**config.mk**
```make
export PLATFORM = sky130hd
export DESIGN_NAME = router
export DESIGN_NICKNAME = d
export VERILOG_FILES = /design/src/logic/router_pkg.sv /design/src/logic/flit_stage_if.sv /design/src/logic/join_controller.sv /design/src/logic/flit_decoder.sv /design/src/logic/routing_table.sv /design/src/logic/neighbor_monitor.sv /design/src/logic/output_stage.sv /design/src/logic/router.sv
export SDC_FILE = /design/constraint.sdc
export NUM_CORES = 1
export LEC_CHECK = 0
export BUFFER_PORTS_ARGS = -buffer_cell sky130_fd_sc_hd__buf_2
export CORE_MARGIN = 1.5
export CORE_UTILIZATION = 50
export DETAILED_ROUTE_END_ITERATION = 7
export PLACE_DENSITY_LB_ADDON = 0.12
export REMOVE_ABC_BUFFERS = 1
export SLEW_MARGIN = 20
export SYNTH_ARGS = -nofsm -noshare
export SYNTH_HDL_FRONTEND = slang
export SYNTH_SLANG_ARGS = --single-unit
```
**constraint.sdc**
```tcl
create_clock -name nocclk -period 11.6 [get_ports nocclk]
set_input_delay 1.74 -clock nocclk [delete_from_list [all_inputs] [get_ports nocclk]]
set_output_delay 1.74 -clock nocclk [all_outputs]
set_load 0.01 [all_outputs]
```
**src/logic/router_pkg.sv**
```systemverilog
package router_pkg;

    ////////////////////////////////////////
    // widths

    localparam int NODE_ID_W = 4;
    localparam int NUM_NODES = 2 ** NODE_ID_W;
    localparam int PAYLOAD_W = 16;

    typedef logic [NODE_ID_W-1:0] node_id_t;

    // root always owns id 0
    localparam node_id_t ROOT_ID = '0;

    ////////////////////////////////////////
    // flit format

    typedef enum logic [1:0] {
        DATA      = 2'd0,
        ASSIGN_ID = 2'd1,
        ROUTE_ADD = 2'd2
    } flit_kind_e;

    typedef struct packed {
        flit_kind_e             kind;
        node_id_t               destination;
        node_id_t               source;
        logic [PAYLOAD_W-1:0]   payload;
    } flit_t;

    ////////////////////////////////////////
    // node state

    typedef enum logic [1:0] {
        JOIN_WAIT   = 2'd0,
        NORMAL      = 2'd1,
        FATAL_ERROR = 2'd2
    } routing_state_e;

endpackage

```
**src/logic/flit_stage_if.sv**
```systemverilog
`timescale 1ns/1ps

interface flit_stage_if;

    logic                   valid;
    router_pkg::flit_t      flit;
    logic                   deliver_local;
    logic                   route_hit;
    router_pkg::node_id_t   next_hop;
    // output register can take a flit this cycle
    logic                   advance;

    modport source (
        output valid, flit, deliver_local, route_hit, next_hop,
        input  advance
    );

    modport sink (
        input  valid, flit, deliver_local, route_hit, next_hop,
        output advance
    );

endinterface

```
**src/logic/join_controller.sv**
```systemverilog
`timescale 1ns/1ps

module join_controller #(
    parameter bit IS_ROOT = 1'b0
) (
    input  logic                       nocclk,
    input  logic                       rst_n,
    input  logic                       assign_valid,
    input  router_pkg::node_id_t       assign_id,
    output router_pkg::routing_state_e routing_state,
    output router_pkg::node_id_t       this_node_id
);

    always_ff @(posedge nocclk) begin
        if (!rst_n) begin
            routing_state <= IS_ROOT ? router_pkg::NORMAL : router_pkg::JOIN_WAIT;
            this_node_id  <= router_pkg::ROOT_ID;
        end else begin
            case (routing_state)
                router_pkg::JOIN_WAIT: begin
                    if (assign_valid) begin
                        this_node_id  <= assign_id;
                        routing_state <= router_pkg::NORMAL;
                    end
                end
                router_pkg::NORMAL: begin
                    // id is fixed once joined
                end
                router_pkg::FATAL_ERROR: begin
                    routing_state <= router_pkg::FATAL_ERROR;
                end
                default: begin
                    routing_state <= router_pkg::FATAL_ERROR;
                end
            endcase
        end
    end

endmodule

```
**src/logic/flit_decoder.sv**
```systemverilog
`timescale 1ns/1ps

module flit_decoder (
    input  logic                       nocclk,
    input  logic                       rst_n,
    input  router_pkg::flit_t          in_flit,
    input  logic                       in_valid,
    output logic                       in_ready,
    input  router_pkg::routing_state_e routing_state,
    input  router_pkg::node_id_t       this_node_id,
    input  logic                       expire_valid,
    output router_pkg::node_id_t       lookup_key,
    input  logic                       lookup_hit,
    input  router_pkg::node_id_t       lookup_next_hop,
    output logic                       route_write,
    output router_pkg::node_id_t       route_key,
    output router_pkg::node_id_t       route_next_hop,
    output logic                       assign_valid,
    output router_pkg::node_id_t       assign_id,
    flit_stage_if.source               stage
);

    logic                 stall;
    logic                 accept;
    logic                 accept_data;
    logic                 in_normal;
    logic                 valid_q;
    router_pkg::flit_t    flit_q;
    logic                 deliver_local_q;
    logic                 route_hit_q;
    router_pkg::node_id_t next_hop_q;

    assign stall       = (routing_state == router_pkg::FATAL_ERROR) || expire_valid;
    assign in_ready    = !stall && (!valid_q || stage.advance);
    assign accept      = in_valid && in_ready;
    assign accept_data = accept && (in_flit.kind == router_pkg::DATA);
    assign in_normal   = (routing_state == router_pkg::NORMAL);

    ////////////////////////////////////////
    // system flits become strobes

    assign route_write    = accept && (in_flit.kind == router_pkg::ROUTE_ADD);
    assign route_key      = in_flit.destination;
    assign route_next_hop = in_flit.payload[router_pkg::NODE_ID_W-1:0];
    assign assign_valid   = accept && (in_flit.kind == router_pkg::ASSIGN_ID);
    assign assign_id      = in_flit.payload[router_pkg::NODE_ID_W-1:0];

    assign lookup_key = in_flit.destination;

    ////////////////////////////////////////
    // stage 1 register

    always_ff @(posedge nocclk) begin
        if (!rst_n) begin
            valid_q <= 1'b0;
        end else if (accept_data) begin
            valid_q <= 1'b1;
        end else if (stage.advance) begin
            valid_q <= 1'b0;
        end
    end

    // not joined yet, so every data flit ends up dropped
    always_ff @(posedge nocclk) begin
        if (accept_data) begin
            flit_q          <= in_flit;
            deliver_local_q <= in_normal && (in_flit.destination == this_node_id);
            route_hit_q     <= in_normal && lookup_hit;
            next_hop_q      <= lookup_next_hop;
        end
    end

    assign stage.valid         = valid_q;
    assign stage.flit          = flit_q;
    assign stage.deliver_local = deliver_local_q;
    assign stage.route_hit     = route_hit_q;
    assign stage.next_hop      = next_hop_q;

endmodule

```
**src/logic/routing_table.sv**
```systemverilog
`timescale 1ns/1ps

module routing_table (
    input  logic                 nocclk,
    input  logic                 rst_n,
    input  router_pkg::node_id_t lookup_key,
    output logic                 lookup_hit,
    output router_pkg::node_id_t lookup_next_hop,
    input  logic                 route_write,
    input  router_pkg::node_id_t route_key,
    input  router_pkg::node_id_t route_next_hop,
    input  logic                 expire_valid,
    input  router_pkg::node_id_t expire_id
);

    logic [router_pkg::NUM_NODES-1:0] entry_valid;
    router_pkg::node_id_t             entry_hop [router_pkg::NUM_NODES];

    assign lookup_hit      = entry_valid[lookup_key];
    assign lookup_next_hop = entry_hop[lookup_key];

    ////////////////////////////////////////
    // valid bits

    always_ff @(posedge nocclk) begin
        if (!rst_n) begin
            entry_valid <= '0;
        end else if (expire_valid) begin
            // drop every route through the lost neighbor
            for (int i = 0; i < router_pkg::NUM_NODES; i++) begin
                if (entry_valid[i] && (entry_hop[i] == expire_id)) begin
                    entry_valid[i] <= 1'b0;
                end
            end
        end else if (route_write) begin
            entry_valid[route_key] <= 1'b1;
        end
    end

    ////////////////////////////////////////
    // next hops

    always_ff @(posedge nocclk) begin
        if (route_write && !expire_valid) begin
            entry_hop[route_key] <= route_next_hop;
        end
    end

endmodule

```
**src/logic/neighbor_monitor.sv**
```systemverilog
`timescale 1ns/1ps

module neighbor_monitor #(
    parameter int MAX_EXPIRE_TIME     = 500,
    parameter int MAX_NUM_OF_NEIGHBOR = 8
) (
    input  logic                 nocclk,
    input  logic                 rst_n,
    input  logic                 register_valid,
    input  router_pkg::node_id_t register_id,
    input  logic                 incoming_valid,
    input  router_pkg::node_id_t incoming_id,
    output logic                 expire_valid,
    output router_pkg::node_id_t expire_id
);

    localparam int TIMER_W = $clog2(MAX_EXPIRE_TIME + 1);
    localparam int IDX_W   = (MAX_NUM_OF_NEIGHBOR > 1) ? $clog2(MAX_NUM_OF_NEIGHBOR) : 1;

    logic [MAX_NUM_OF_NEIGHBOR-1:0] slot_used;
    router_pkg::node_id_t           slot_id    [MAX_NUM_OF_NEIGHBOR];
    logic [TIMER_W-1:0]             slot_timer [MAX_NUM_OF_NEIGHBOR];

    logic             reg_match;
    logic [IDX_W-1:0] reg_idx;
    logic             free_found;
    logic [IDX_W-1:0] free_idx;
    logic             inc_match;
    logic [IDX_W-1:0] inc_idx;
    logic [IDX_W-1:0] exp_idx;

    // lowest index wins every search
    always_comb begin
        reg_match    = 1'b0;
        reg_idx      = '0;
        free_found   = 1'b0;
        free_idx     = '0;
        inc_match    = 1'b0;
        inc_idx      = '0;
        expire_valid = 1'b0;
        exp_idx      = '0;
        for (int i = 0; i < MAX_NUM_OF_NEIGHBOR; i++) begin
            if (!reg_match && slot_used[i] && (slot_id[i] == register_id)) begin
                reg_match = 1'b1;
                reg_idx   = IDX_W'(i);
            end
            if (!free_found && !slot_used[i]) begin
                free_found = 1'b1;
                free_idx   = IDX_W'(i);
            end
            if (!inc_match && slot_used[i] && (slot_id[i] == incoming_id)) begin
                inc_match = 1'b1;
                inc_idx   = IDX_W'(i);
            end
            if (!expire_valid && slot_used[i] &&
                (slot_timer[i] == TIMER_W'(MAX_EXPIRE_TIME))) begin
                expire_valid = 1'b1;
                exp_idx      = IDX_W'(i);
            end
        end
        expire_id = slot_id[exp_idx];
    end

    always_ff @(posedge nocclk) begin
        if (!rst_n) begin
            slot_used <= '0;
        end else begin
            // saturate so a late expiry still fires
            for (int i = 0; i < MAX_NUM_OF_NEIGHBOR; i++) begin
                if (slot_used[i] && (slot_timer[i] != TIMER_W'(MAX_EXPIRE_TIME))) begin
                    slot_timer[i] <= slot_timer[i] + 1'b1;
                end
            end
            if (register_valid) begin
                if (reg_match) begin
                    slot_timer[reg_idx] <= '0;
                end else if (free_found) begin
                    slot_used[free_idx]  <= 1'b1;
                    slot_id[free_idx]    <= register_id;
                    slot_timer[free_idx] <= '0;
                end
            end
            if (incoming_valid && inc_match) begin
                slot_timer[inc_idx] <= '0;
            end
            if (expire_valid) begin
                slot_used[exp_idx] <= 1'b0;
            end
        end
    end

endmodule

```
**src/logic/output_stage.sv**
```systemverilog
`timescale 1ns/1ps

module output_stage (
    input  logic                 nocclk,
    input  logic                 rst_n,
    flit_stage_if.sink           stage,
    input  logic                 cpu_ready,
    output router_pkg::flit_t    cpu_flit,
    output logic                 cpu_valid,
    input  logic                 fwd_ready,
    output router_pkg::flit_t    fwd_flit,
    output router_pkg::node_id_t fwd_next_hop,
    output logic                 fwd_valid,
    output logic                 dropped,
    input  logic                 expire_valid
);

    logic                 valid_q;
    router_pkg::flit_t    flit_q;
    logic                 deliver_local_q;
    logic                 route_hit_q;
    router_pkg::node_id_t next_hop_q;
    logic                 leaving;

    assign cpu_valid = valid_q && deliver_local_q;
    assign fwd_valid = valid_q && !deliver_local_q && route_hit_q;
    assign dropped   = valid_q && !deliver_local_q && !route_hit_q;

    // a drop leaves right away
    assign leaving = (cpu_valid && cpu_ready) || (fwd_valid && fwd_ready) || dropped;
    assign stage.advance = !expire_valid && (!valid_q || leaving);

    always_ff @(posedge nocclk) begin
        if (!rst_n) begin
            valid_q <= 1'b0;
        end else if (stage.advance) begin
            valid_q <= stage.valid;
        end else if (leaving) begin
            valid_q <= 1'b0;
        end
    end

    always_ff @(posedge nocclk) begin
        if (stage.advance && stage.valid) begin
            flit_q          <= stage.flit;
            deliver_local_q <= stage.deliver_local;
            route_hit_q     <= stage.route_hit;
            next_hop_q      <= stage.next_hop;
        end
    end

    assign cpu_flit     = flit_q;
    assign fwd_flit     = flit_q;
    assign fwd_next_hop = next_hop_q;

endmodule

```
**src/logic/router.sv**
```systemverilog
`timescale 1ns/1ps

module router #(
    parameter bit IS_ROOT             = 1'b0,
    parameter int MAX_EXPIRE_TIME     = 500,
    parameter int MAX_NUM_OF_NEIGHBOR = 8
) (
    input  logic                 nocclk,
    input  logic                 rst_n,
    input  router_pkg::flit_t    transfered_flit,
    input  logic                 transfered_flit_valid,
    output logic                 transfered_flit_ready,
    input  router_pkg::node_id_t incoming_flit_node_id,
    input  logic                 incoming_flit_valid,
    output router_pkg::flit_t    noc_to_cpu_pushed_flit,
    output logic                 noc_to_cpu_pushed_flit_valid,
    input  logic                 noc_to_cpu_pushed_flit_ready,
    output router_pkg::flit_t    forwarded_flit,
    output router_pkg::node_id_t forwarded_next_hop,
    output logic                 forwarded_flit_valid,
    input  logic                 forwarded_flit_ready,
    output logic                 dropped_flit,
    output router_pkg::node_id_t this_node_id
);

    router_pkg::routing_state_e routing_state;
    router_pkg::node_id_t       lookup_key;
    logic                       lookup_hit;
    router_pkg::node_id_t       lookup_next_hop;
    logic                       route_write;
    router_pkg::node_id_t       route_key;
    router_pkg::node_id_t       route_next_hop;
    logic                       assign_valid;
    router_pkg::node_id_t       assign_id;
    logic                       expire_valid;
    router_pkg::node_id_t       expire_id;

    flit_stage_if u_stage_if ();

    ////////////////////////////////////////
    // pipeline

    flit_decoder u_flit_decoder (
        .nocclk          (nocclk),
        .rst_n           (rst_n),
        .in_flit         (transfered_flit),
        .in_valid        (transfered_flit_valid),
        .in_ready        (transfered_flit_ready),
        .routing_state   (routing_state),
        .this_node_id    (this_node_id),
        .expire_valid    (expire_valid),
        .lookup_key      (lookup_key),
        .lookup_hit      (lookup_hit),
        .lookup_next_hop (lookup_next_hop),
        .route_write     (route_write),
        .route_key       (route_key),
        .route_next_hop  (route_next_hop),
        .assign_valid    (assign_valid),
        .assign_id       (assign_id),
        .stage           (u_stage_if.source)
    );

    output_stage u_output_stage (
        .nocclk       (nocclk),
        .rst_n        (rst_n),
        .stage        (u_stage_if.sink),
        .cpu_ready    (noc_to_cpu_pushed_flit_ready),
        .cpu_flit     (noc_to_cpu_pushed_flit),
        .cpu_valid    (noc_to_cpu_pushed_flit_valid),
        .fwd_ready    (forwarded_flit_ready),
        .fwd_flit     (forwarded_flit),
        .fwd_next_hop (forwarded_next_hop),
        .fwd_valid    (forwarded_flit_valid),
        .dropped      (dropped_flit),
        .expire_valid (expire_valid)
    );

    ////////////////////////////////////////
    // control

    join_controller #(
        .IS_ROOT (IS_ROOT)
    ) u_join_controller (
        .nocclk        (nocclk),
        .rst_n         (rst_n),
        .assign_valid  (assign_valid),
        .assign_id     (assign_id),
        .routing_state (routing_state),
        .this_node_id  (this_node_id)
    );

    routing_table u_routing_table (
        .nocclk          (nocclk),
        .rst_n           (rst_n),
        .lookup_key      (lookup_key),
        .lookup_hit      (lookup_hit),
        .lookup_next_hop (lookup_next_hop),
        .route_write     (route_write),
        .route_key       (route_key),
        .route_next_hop  (route_next_hop),
        .expire_valid    (expire_valid),
        .expire_id       (expire_id)
    );

    // learned next hops are the neighbors
    neighbor_monitor #(
        .MAX_EXPIRE_TIME     (MAX_EXPIRE_TIME),
        .MAX_NUM_OF_NEIGHBOR (MAX_NUM_OF_NEIGHBOR)
    ) u_neighbor_monitor (
        .nocclk         (nocclk),
        .rst_n          (rst_n),
        .register_valid (route_write),
        .register_id    (route_next_hop),
        .incoming_valid (incoming_flit_valid),
        .incoming_id    (incoming_flit_node_id),
        .expire_valid   (expire_valid),
        .expire_id      (expire_id)
    );

endmodule

```
== Yosys cells after proc, flatten, opt, wreduce, memory -nomap -nowiden ==
Memories as Yosys holds them, arrays and structs flattened. A register that Yosys moved wholly into a read port is not among the register bits.
Cells that the tools add are included.
Widths: inputs -> output; s select.

* Add/sub/neg operators: 8
* Order comparisons: 6
* Equality and inequality tests: 70
* Mux-type cells: 138
* Bitwise gates (word level): 5
* Reduce and logical (&&, ||, !) cells: 165

{| class="wikitable"
|+ Operator list
! operator !! count
|-
| $eq 4x4->1 || 33
|-
| $mux 1 || 99
|-
| $logic_and 1x1->1 || 96
|-
| $add 9x1->9 const B || 8
|-
| $eq 9x9->1 const B || 8
|-
| $ne 9x9->1 const B || 8
|-
| $mux 3 || 17
|-
| $logic_not 1->1 || 40
|-
| $mux 8 || 5
|-
| $reduce_and 2->1 || 18
|-
| $mux 16 || 2
|-
| $ne 2x1->1 const B || 16
|-
| $mux 2 || 9
|-
| $or 16x16->16 || 1
|-
| $mux 9 || 1
|-
| $reduce_or 9->1 || 1
|-
| $and 8x8->8 || 1
|-
| $lt 3x4->1 const B || 2
|-
| $not 8->8 || 1
|-
| $or 8x8->8 || 1
|-
| $demux 1 s3 || 2
|-
| $ge 3x1->1 const B || 2
|-
| $reduce_bool 2->1 || 3
|-
| $logic_or 1x1->1 || 5
|-
| 10 further kinds || 13
|}

* Bits in registers: 92
* RAM bits: 168
* Output and inout port bits: 64
* Memories: 3

{| class="wikitable"
|+ Memory list
! memory !! depth !! bits a word !! read ports !! clocked after memory_dff !! write ports !! RTL line !! source
|-
| u_neighbor_monitor.slot_timer || 8 || 9 || 8 || 0 || 10 || neighbor_monitor.sv:22 || <nowiki>logic [TIMER_W-1:0] slot_timer [MAX_NUM_OF_NEIGHBOR];</nowiki>
|-
| u_routing_table.entry_hop || 16 || 4 || 17 || 1 || 1 || routing_table.sv:17 || <nowiki>router_pkg::node_id_t entry_hop [router_pkg::NUM_NODES];</nowiki>
|-
| u_neighbor_monitor.slot_id || 8 || 4 || 9 || 0 || 1 || neighbor_monitor.sv:21 || <nowiki>router_pkg::node_id_t slot_id [MAX_NUM_OF_NEIGHBOR];</nowiki>
|}

== Depth between registers and ports, before layout ==
Gate-level depths: netlist (run 1).
An unclocked memory read counts as a cell.

* Depth after elaboration: 43
* Depth in mapped cells: 13
* Depth with buffers taken out: 11

== By module ==
A second synthesis (run 1) with hierarchy kept.

* Cells, all modules: 1,122
* Area, all modules: 13,103.8 µm²

{| class="wikitable"
|+ By module, submodules not included
! module !! instances !! cells each !! area an instance (µm²) !! seq. area each (µm²)
|-
| neighbor_monitor || 1 || 680 || 6,387.4 || 2,562.5
|-
| routing_table || 1 || 281 || 3,991.3 || 2,242.2
|-
| output_stage || 1 || 70 || 1,251.2 || 980.9
|-
| flit_decoder || 1 || 68 || 1,242.4 || 980.9
|-
| join_controller || 1 || 23 || 231.5 || 120.1
|}

== Worst setup path after synthesis (run 1) ==
Ideal clock, no wire load.

* Path kind: input to register
* Start point: input noc_to_cpu_pushed_flit_ready
* End point: register u_flit_decoder.deliver_local_q, in the netlist u_flit_decoder.stage.deliver_local (enable)
* Arrival time: 5.449 ns
* Setup slack: 5.643 ns
* Stages on the path: 4
* Path buffers: 0
* Cells stage by stage: nor2b_1 > o21ai_1 > o221ai_1 > nor4_1

* Cells in the longest elaborated chain, start to end: 9

{| class="wikitable"
|+ Ends and longest elaborated chain
! what !! RTL line !! source
|-
| start, declared || router.sv:17 || <nowiki>input logic noc_to_cpu_pushed_flit_ready,</nowiki>
|-
| $logic_and 1x1->1 || output_stage.sv:30 || <nowiki>assign leaving = (cpu_valid && cpu_ready) || (fwd_valid && fwd_ready) || dropped;</nowiki>
|-
| $logic_or 1x1->1 (2 in series) || output_stage.sv:30 ||
|-
| $logic_or 1x1->1 || output_stage.sv:31 || <nowiki>assign stage.advance = !expire_valid && (!valid_q || leaving);</nowiki>
|-
| $logic_and 1x1->1 || output_stage.sv:31 ||
|-
| $logic_or 1x1->1 || flit_decoder.sv:34 || <nowiki>assign in_ready = !stall && (!valid_q || stage.advance);</nowiki>
|-
| $logic_and 1x1->1 || flit_decoder.sv:34 ||
|-
| $logic_and 1x1->1 || flit_decoder.sv:35 || <nowiki>assign accept = in_valid && in_ready;</nowiki>
|-
| $logic_and 1x1->1 || flit_decoder.sv:36 || <nowiki>assign accept_data = accept && (in_flit.kind == router_pkg::DATA);</nowiki>
|-
| named net u_flit_decoder.accept_data || flit_decoder.sv:25 || <nowiki>logic accept_data;</nowiki>
|-
| end signal, assigned || flit_decoder.sv:67 || <nowiki>deliver_local_q <= in_normal && (in_flit.destination == this_node_id);</nowiki>
|-
| end, declared || flit_decoder.sv:29 || <nowiki>logic deliver_local_q;</nowiki>
|}

The timed path passes the listed nets, and every way through them passes these cells.
A chain may end at the register's enable or synchronous reset.

==> results of run 1 <==
[worst reg2reg max path: stages (launching register included)]
cell and delay (ps):
dfxtp_1 400, inv_1 60, ha_1 190, and4b_1 200, nand3_1 270, nand2_1 340, nor2_1 300, nand3_1 670
nor4_2 680, buf_4 460
[cells by family (layout without fill, tap and decap cells)]
kind of cell	count (synthesis)	after routing
xor+xnor	193	193
buf+inv	91	188
flops	264	264
simple gates	373	373
compound gates	116	116
mux	38	38
fa+ha+maj	16	16
[flip-flops by register name, summed over array words and instances, names as in the netlist, 2 cells and up]
name / cells
u_flit_decoder.stage.flit: 26
u_flit_decoder.stage.next_hop: 4
u_join_controller.routing_state: 2
u_join_controller.this_node_id: 4
u_neighbor_monitor.slot_id: 32
u_neighbor_monitor.slot_timer: 72
u_neighbor_monitor.slot_used: 8
u_output_stage.cpu_flit: 26
u_output_stage.fwd_next_hop: 4
u_routing_table.entry_hop: 64
u_routing_table.entry_valid: 16
[through the flow]
step                      instances  utilization, %  cell area, um^2  hold WS (ps)
after floorplan                1033               -            12400           400
after global placement         1466            53.1            13300           401
after detailed placement       1466            53.1            13300           405
after CTS                      1518            56.9            14300           419
after global routing           1518            56.9            14300           424
final                          1518            56.9            14300           418
[synth_stat cells, drive strengths merged (5+ instances only)]
| master | number | area [um^2] |
|---|---|---|
| ha | 16 | 200 |
| o22ai | 6 | 43.8 |
| xnor2 | 117 | 1020 |
| inv | 33 | 124 |
| and4b | 6 | 60.1 |
| dfxtp | 104 | 2080 |
| o221ai | 6 | 52.6 |
| and4 | 8 | 70.1 |
| o21ai | 31 | 174 |
| xor2 | 76 | 666 |
| nand2 | 65 | 244 |
| and2 | 8 | 50.1 |
| nor4 | 8 | 62.6 |
| and3 | 29 | 186 |
| nor3 | 32 | 160 |
| nor2b | 9 | 58.8 |
| mux2i | 11 | 123 |
| a21oi | 22 | 110 |
| nor2 | 131 | 499 |
| buf | 41 | 275 |
| clkbuf | 17 | 63.8 |
| nand3 | 32 | 160 |
| edfxtp | 160 | 4800 |
| nand4 | 25 | 156 |
| a41oi | 17 | 149 |
| mux4 | 25 | 563 |
| o31ai | 5 | 92.6 |
[power groups by stage]
stage	clock network [mW]	logic (mW)	registers, mW
2_1_floorplan	0	0.0499	1.04
3_3_place_gp	0	0.0913	1.04
3_5_place_dp	0	0.0923	1.04
4_1_cts	0.934	0.0928	1.02
5_1_grt	0.969	0.102	1.02
6_report	0.913	0.0916	1.02
[layer usage]
metal  track usage (%)  routed length (um)  up-vias  share of wire [%]
met5                 0                   0        -                  0
li1                  -                   -     4065                  -
met4              6.76                 650        0                2.3
met3              2.67                1510       51                5.3
met2              35.1               12800      264                 45
met1              30.6               13300     4033                 47
[worst max-delay path by stage]
stage / from / end / slack [ps] / depth (start not counted)
floorplan: noc_to_cpu_pushed_flit_ready / u_flit_decoder.stage.deliver_local / 5640 / 4
global placement: transfered_flit[3] / u_neighbor_monitor.slot_timer[2][6] / 6640 / 10
detailed placement: transfered_flit[3] / u_neighbor_monitor.slot_timer[2][0] / 6590 / 10
CTS: u_neighbor_monitor.slot_timer[5][0] / transfered_flit_ready / 6390 / 8
global route: u_neighbor_monitor.slot_timer[3][0] / transfered_flit_ready / 6180 / 9
finish: u_neighbor_monitor.slot_timer[3][0] / transfered_flit_ready / 6430 / 9
[layout make-up]
class,count,area [um^2],share of cell area (%)
Sequential cell,264,6890,48.2
Multi-Input combinational cell,736,5380,37.6
Clock buffer,34,754,5.28
Timing Repair Buffer,103,526,3.68
Tap cell,330,413,2.89
Clock inverter,18,206,1.44
Inverter,33,124,0.867
==> metrics.txt, run 1 <==
critical path type=reg -> out; Tcrit/Tclk final=44.6%; crit path launch type=flip-flop; hold path cells=0; vias per cell=5.54; most frequent cells in the layout=160 x edfxtp_1, 130 x nor2_1, 117 x xnor2_1; Vias=approximately 8400; synth unique cells=72; n_diodes=0; I/O pin count=100; vias in the first global route=just over 8000; Slew headroom=between 30% and 40%; Worst Tran Pin Value=approximately 980 ps; critical-path maximum fanout=19; Setup Buffers After CTS=0; Synth warnings=0; Final TNS setup=0 ps; Primary FF master, synth=edfxtp_1; Largest stage delay, worst path=around 670 ps; Fmax=approximately 0.19 GHz; Leakage=roughly 5.1 nW; first-pass GRT wire length=between 40 and 50 mm; Setup WS post-layout=6430 ps; final wirelength=~28 mm; crit-path cells=inv_1 -> ha_1 -> and4b_1 -> nand3_1 -> nand2_1 -> nor2_1 -> nand3_1 -> nor2_1 -> buf_2; Port Buffers=99; most common cell after layout, fill and taps aside=edfxtp_1; Gate power share=roughly 4.5%; dpl hpwl=19.5 mm; total power=slightly above 2 mW; Critical-path top delay cell=nand3_1; cell count after synthesis=1091; root buffer cell=clkbuf_16; Synth Area in Compound Gates=about 7.0%; switch share=a little over a fifth; die height=163 um; post-CTS sizing=0; pin count of the biggest net entering global routing=between 40 and 50; Worst EP arrival=between 3000 and 4000 ps; Clk network pwr share=~45%; TritonRoute pass-1 iters=6; Core Region=25100 um^2; R2R setup slack=~7700 ps; Data required, critical path=9860 ps; clock buffer depth=3; Crit. End Element=output port; # nets final=between 1000 and 1500; outcome=complete, no violations; die area=between 20000 and 30000 um^2; Worst-path clk slew=60 ps; # DRC=0; CTS tree=yes; post-synthesis average cell area=11.7 um^2; Int Pwr=1.60 mW; die width=~160 um; worst-case reg-to-reg path depth=9; reg2reg start=u_neighbor_monitor.slot_timer[3][0]; Setup Viol. Count Final=0; maxcap violations=0; Hold Path Class=reg -> reg; largest family of logic cells by synthesized area=simple AND/OR/NAND/NOR gates; max-slew violations=0; H-tree depth=1; Cell Rows=58; initial antenna violation count=0; Overall Global Routing Usage=~22%; Worst-Skew Late Latency=between 500 and 600 ps; mux cell area share after synthesis=~5.6%; Synth Area in Simple Gates=14.8%; Post-synth EDFFs=160; power per cell area=between 100 and 150 nW/um^2; Seq pwr share=about half; Hold Path Origin=u_flit_decoder.stage.flit[11]; post-synthesis xor/xnor area fraction=a little over an eighth; RSZ-0062 raised after global routing=false; CTS Hold Bufs=0; CP delay by family, top=simple AND/OR/NAND/NOR gates; routed len/inst=between 15 and 20 um; Synth Area in Adders=~1.6%; GPL Wtd Cong=between 0.9 and 1; r2r endpoint=u_flit_decoder.stage.flit[19]; TritonCTS Buffers=28; Hold Path End=u_output_stage.cpu_flit[11]; grt ovf=0; worst vdd ir=approximately 0.00011 V; Worst Path Buf+Inv=2; DR iter-0 viols=roughly 600; Place WS=between 6000 and 7000 ps; Sw Pwr=around 0.43 mW; FFs w/ async S/R, synth=0%; fin crit period=around 5200 ps; clock sinks=264; area delta synth->final=12.3%; Hold Vio Cnt, Final=0; flops & latches, synth=between 200 and 300; sequential area share after synthesis=54.1%; Synth Cell Area=12700 um^2; share of cells above drive strength 1=17.2%; Fillers=2155; initial core utilization=between 50% and 60%; Detail Route Antenna Nets=0; clk_skew=~6.6 ps
(Power assumes the default switching activity.)
==> run 2, diff against run 1 <==
- ABC_AREA: unset -> 1
- clock period: 11.6 -> 5.21 ns (I/O delays scaled with it)
==> run 2 against run 1 <==
Hold slack worse by 0.65 ps; total power is 130% higher; clock skew is 14 ps higher; design area is 6.7% higher; wire length is 19% higher; non-clock buffer count is 4 higher; global-route usage is 2.3 points higher; via count is 28% higher; core utilization is 0.18 points lower; final cell count is 33% higher.
==> metrics.txt, run 2 <==
Largest register FFs=between 70 and 80; reg2reg start=u_neighbor_monitor.slot_timer[1][0]; vias per cell=around 5.3; clock sinks=between 200 and 300; clk_skew=around 21 ps; die area=around 28000 um^2; Crit. path cell count=11; die height=approximately 170 um; final wirelength=about 34 mm; TritonCTS Buffers=28; Worst-path clk slew=approximately 60 ps; Seq pwr share=49.8%; Detail Route Antenna Nets=0; DR iter-0 viols=948; TritonRoute pass-1 iters=5; most frequent cells in the layout=282 x nand2_1, 235 x nor2_1, 220 x inv_1; GPL Wtd Cong=~0.93; R2R setup slack=between 1500 and 2000 ps; Data required, critical path=about 5400 ps; Largest stage delay, worst path=between 600 and 700 ps; Fillers=between 2000 and 2500; initial antenna violation count=0; I/O pin count=100; sequential area share after synthesis=50.3%; first-pass GRT wire length=~54 mm; n_diodes=0; clock buffer depth=3; critical-path maximum fanout=30; dominant cells by area after synthesis=edfxtp_1 35%, dfxtp_1 15%, nand2_1 7.7%, nor2_1 6.5%, inv_1 6.0%; top-area cell type share of the netlist area=between 30% and 40%; Sw Pwr=between 1 and 1.5 mW; Worst EP arrival=roughly 3500 ps; Fmax=0.304 GHz; Hold Path Class=reg -> reg; worst vdd ir=0.000244 V; # DRC=0; synth unique cells=60; Cell Rows=60; Crit. End Element=flip-flop; Tcrit/Tclk final=63.1%; Critical-path top delay cell=nor3_1; Largest regs=u_neighbor_monitor.slot_timer: 72 flops, u_routing_table.entry_hop: 64 flops, u_neighbor_monitor.slot_id: 32 flops; # nets final=1708; Critical Path Sink=u_neighbor_monitor.slot_id[3][0]; cell count after synthesis=about 1600; CP delay by family, top=simple AND/OR/NAND/NOR gates; dpl hpwl=roughly 23 mm; crit-path cells=buf_2 -> inv_2 -> o21ai_0 -> a21oi_1 -> nand3b_1 -> nand2_1 -> nor2_4 -> nand4_4 -> nor3_4 -> nand3_1 -> nor3_1; pin count of the biggest net entering global routing=39; critical path launch point=transfered_flit[1]; post-CTS sizing=0; Gate power share=approximately 5.2%; FFs w/ async S/R, synth=0%; Hold Vio Cnt, Final=0; fin crit period=about 3300 ps; initial core utilization=just over 50%; hold_ws=417 ps; max-slew violations=0; outcome=complete, no violations; Setup Buffers After CTS=0; Synth Cell Area=between 10000 and 15000 um^2; RSZ-0062 raised after global routing=false; Clk network pwr share=44.9%; area delta synth->final=11.5%; critical path type=in -> reg; vias in the first global route=roughly 10000; switch share=between 20% and 30%; most common cell after layout, fill and taps aside=nand2_1; Port Buffers=99; largest area contributor in the netlist=edfxtp_1; top cells by count, synth=282 x nand2_1, 238 x nor2_1, 220 x inv_1; Worst Tran Pin Value=1020 ps; area of placed instances=between 10000 and 15000 um^2; Slew headroom=between 30% and 40%; share of cells above drive strength 1=between 10% and 20%; Vias=roughly 11000; grt ovf=0; flops & latches, synth=264; post-synthesis average cell area=~8.7 um^2; Overall Global Routing Usage=between 20% and 30%; largest reg by FF count=u_neighbor_monitor.slot_timer; most common cell in the netlist=nand2_1; r2r endpoint=u_routing_table.entry_valid[10]; CTS tree=yes; fin area=15200 um^2; Primary FF master, synth=edfxtp_1; H-tree depth=1; Synth warnings=0; Worst Path Buf+Inv=2; Post-synth EDFFs=160; maxcap violations=0; worst-case reg-to-reg path depth=19; Worst-Skew Late Latency=between 500 and 600 ps; CTS Hold Bufs=0; routed len/inst=about 17 um; Leakage=6.36 nW; Core Region=around 27000 um^2; die width=about 170 um; crit path launch type=primary input; power per cell area=around 300 nW/um^2; Int Pwr=about 3.6 mW; Final TNS setup=0 ps; root buffer cell=clkbuf_16; Setup Viol. Count Final=0
## run 2: cell count changes after synthesis, moves of 16 or more
cell,previous run,this run
a22oi_1,0,20
nand2_1,65,282
inv_1,32,220
xor2_1,76,54
o21ai_0,25,45
mux4_2,25,0
xnor2_1,117,34
nor2_1,130,238
a41oi_1,17,1
nand3_1,32,107
and3_1,28,1
a21oi_1,22,41
## run 2: power groups by stage
| stage | combinational [mW] | clock, mW | sequential, mW |
|---|---|---|---|
| final | 0.239 | 2.06 | 2.29 |
| after global routing | 0.271 | 2.18 | 2.29 |
| after CTS | 0.240 | 2.11 | 2.29 |
| after detailed placement | 0.239 | 0 | 2.33 |
| after global placement | 0.232 | 0 | 2.33 |
| after floorplan | 0.130 | 0 | 2.33 |
## run 2: worst min path at each step
stage | startpoint | endpoint | cells after the start
after floorplan | u_flit_decoder.stage.flit[0] | u_output_stage.cpu_flit[0] | 0
after global routing | transfered_flit[19] | u_flit_decoder.stage.flit[19] | 1
after global placement | u_flit_decoder.stage.flit[25] | u_output_stage.cpu_flit[25] | 0
after detailed placement | u_flit_decoder.stage.flit[3] | u_output_stage.cpu_flit[3] | 0
after CTS | transfered_flit[10] | u_flit_decoder.stage.flit[10] | 1
final | u_flit_decoder.stage.deliver_local | u_output_stage.deliver_local_q | 0
## run 2: through the flow
step                      std cells  total power, mW  util [%]  worst slack, ps
after floorplan                1519             2.46         -             1080
after global placement         1967             2.56      53.1             1470
after detailed placement       1967             2.57      53.1             1420
after CTS                      2019             4.63      56.7             1960
after global routing           2019             4.74      56.7             1650
final                          2019             4.59      56.7             1920
## run 2: kinds of logic (layout without fill, tap and decap cells)
logic type | Yosys count | after routing | share of synthesized area, %
AOI/OAI and AO/OA | 178 | 178 | 8.69
xor gates and xnor gates | 88 | 88 | 5.63
adders and majority gates | 16 | 16 | 1.46
buffers and inverters | 293 | 394 | 9.41
DFF | 264 | 264 | 50.3
and+or+nand+nor | 738 | 738 | 24.5
## run 2: area by class of cell
cell class	instances	area, um^2	share of cell area [%]
inverter	235	887	5.82
tap	341	427	2.80
multi-input combinational	1020	5520	36.2
sequential	264	6890	45.2
clock inverter	16	166	1.09
timing repair buffer	107	556	3.64
clock buffer	36	803	5.27
## run 2: worst register-to-register path, cell delays in order, from the launching register on
cell,delay (ps)
dfxtp_1,400
inv_1,60
ha_1,200
nand2_1,60
nor2_1,60
nand3_2,120
nand2_4,120
nor3_4,250
nand4_4,300
nand2_4,300
nand2_1,100
nand3_1,80
nand2_1,60
nor2_2,100
buf_4,310
inv_1,280
nand2_1,120
o211ai_1,80
nor2_1,130
nor2_1,50
## run 2: layer usage
metal  GRT usage (%)  routed length, um  part of all wire [%]  vias up
met1            33.6              15300                    46     5037
met5               0                  0                     0        -
met2            39.8              15200                    45      365
met4            5.71                584                   1.7        0
li1                -                  -                     -     5314
met3            3.06               2470                   7.4       46
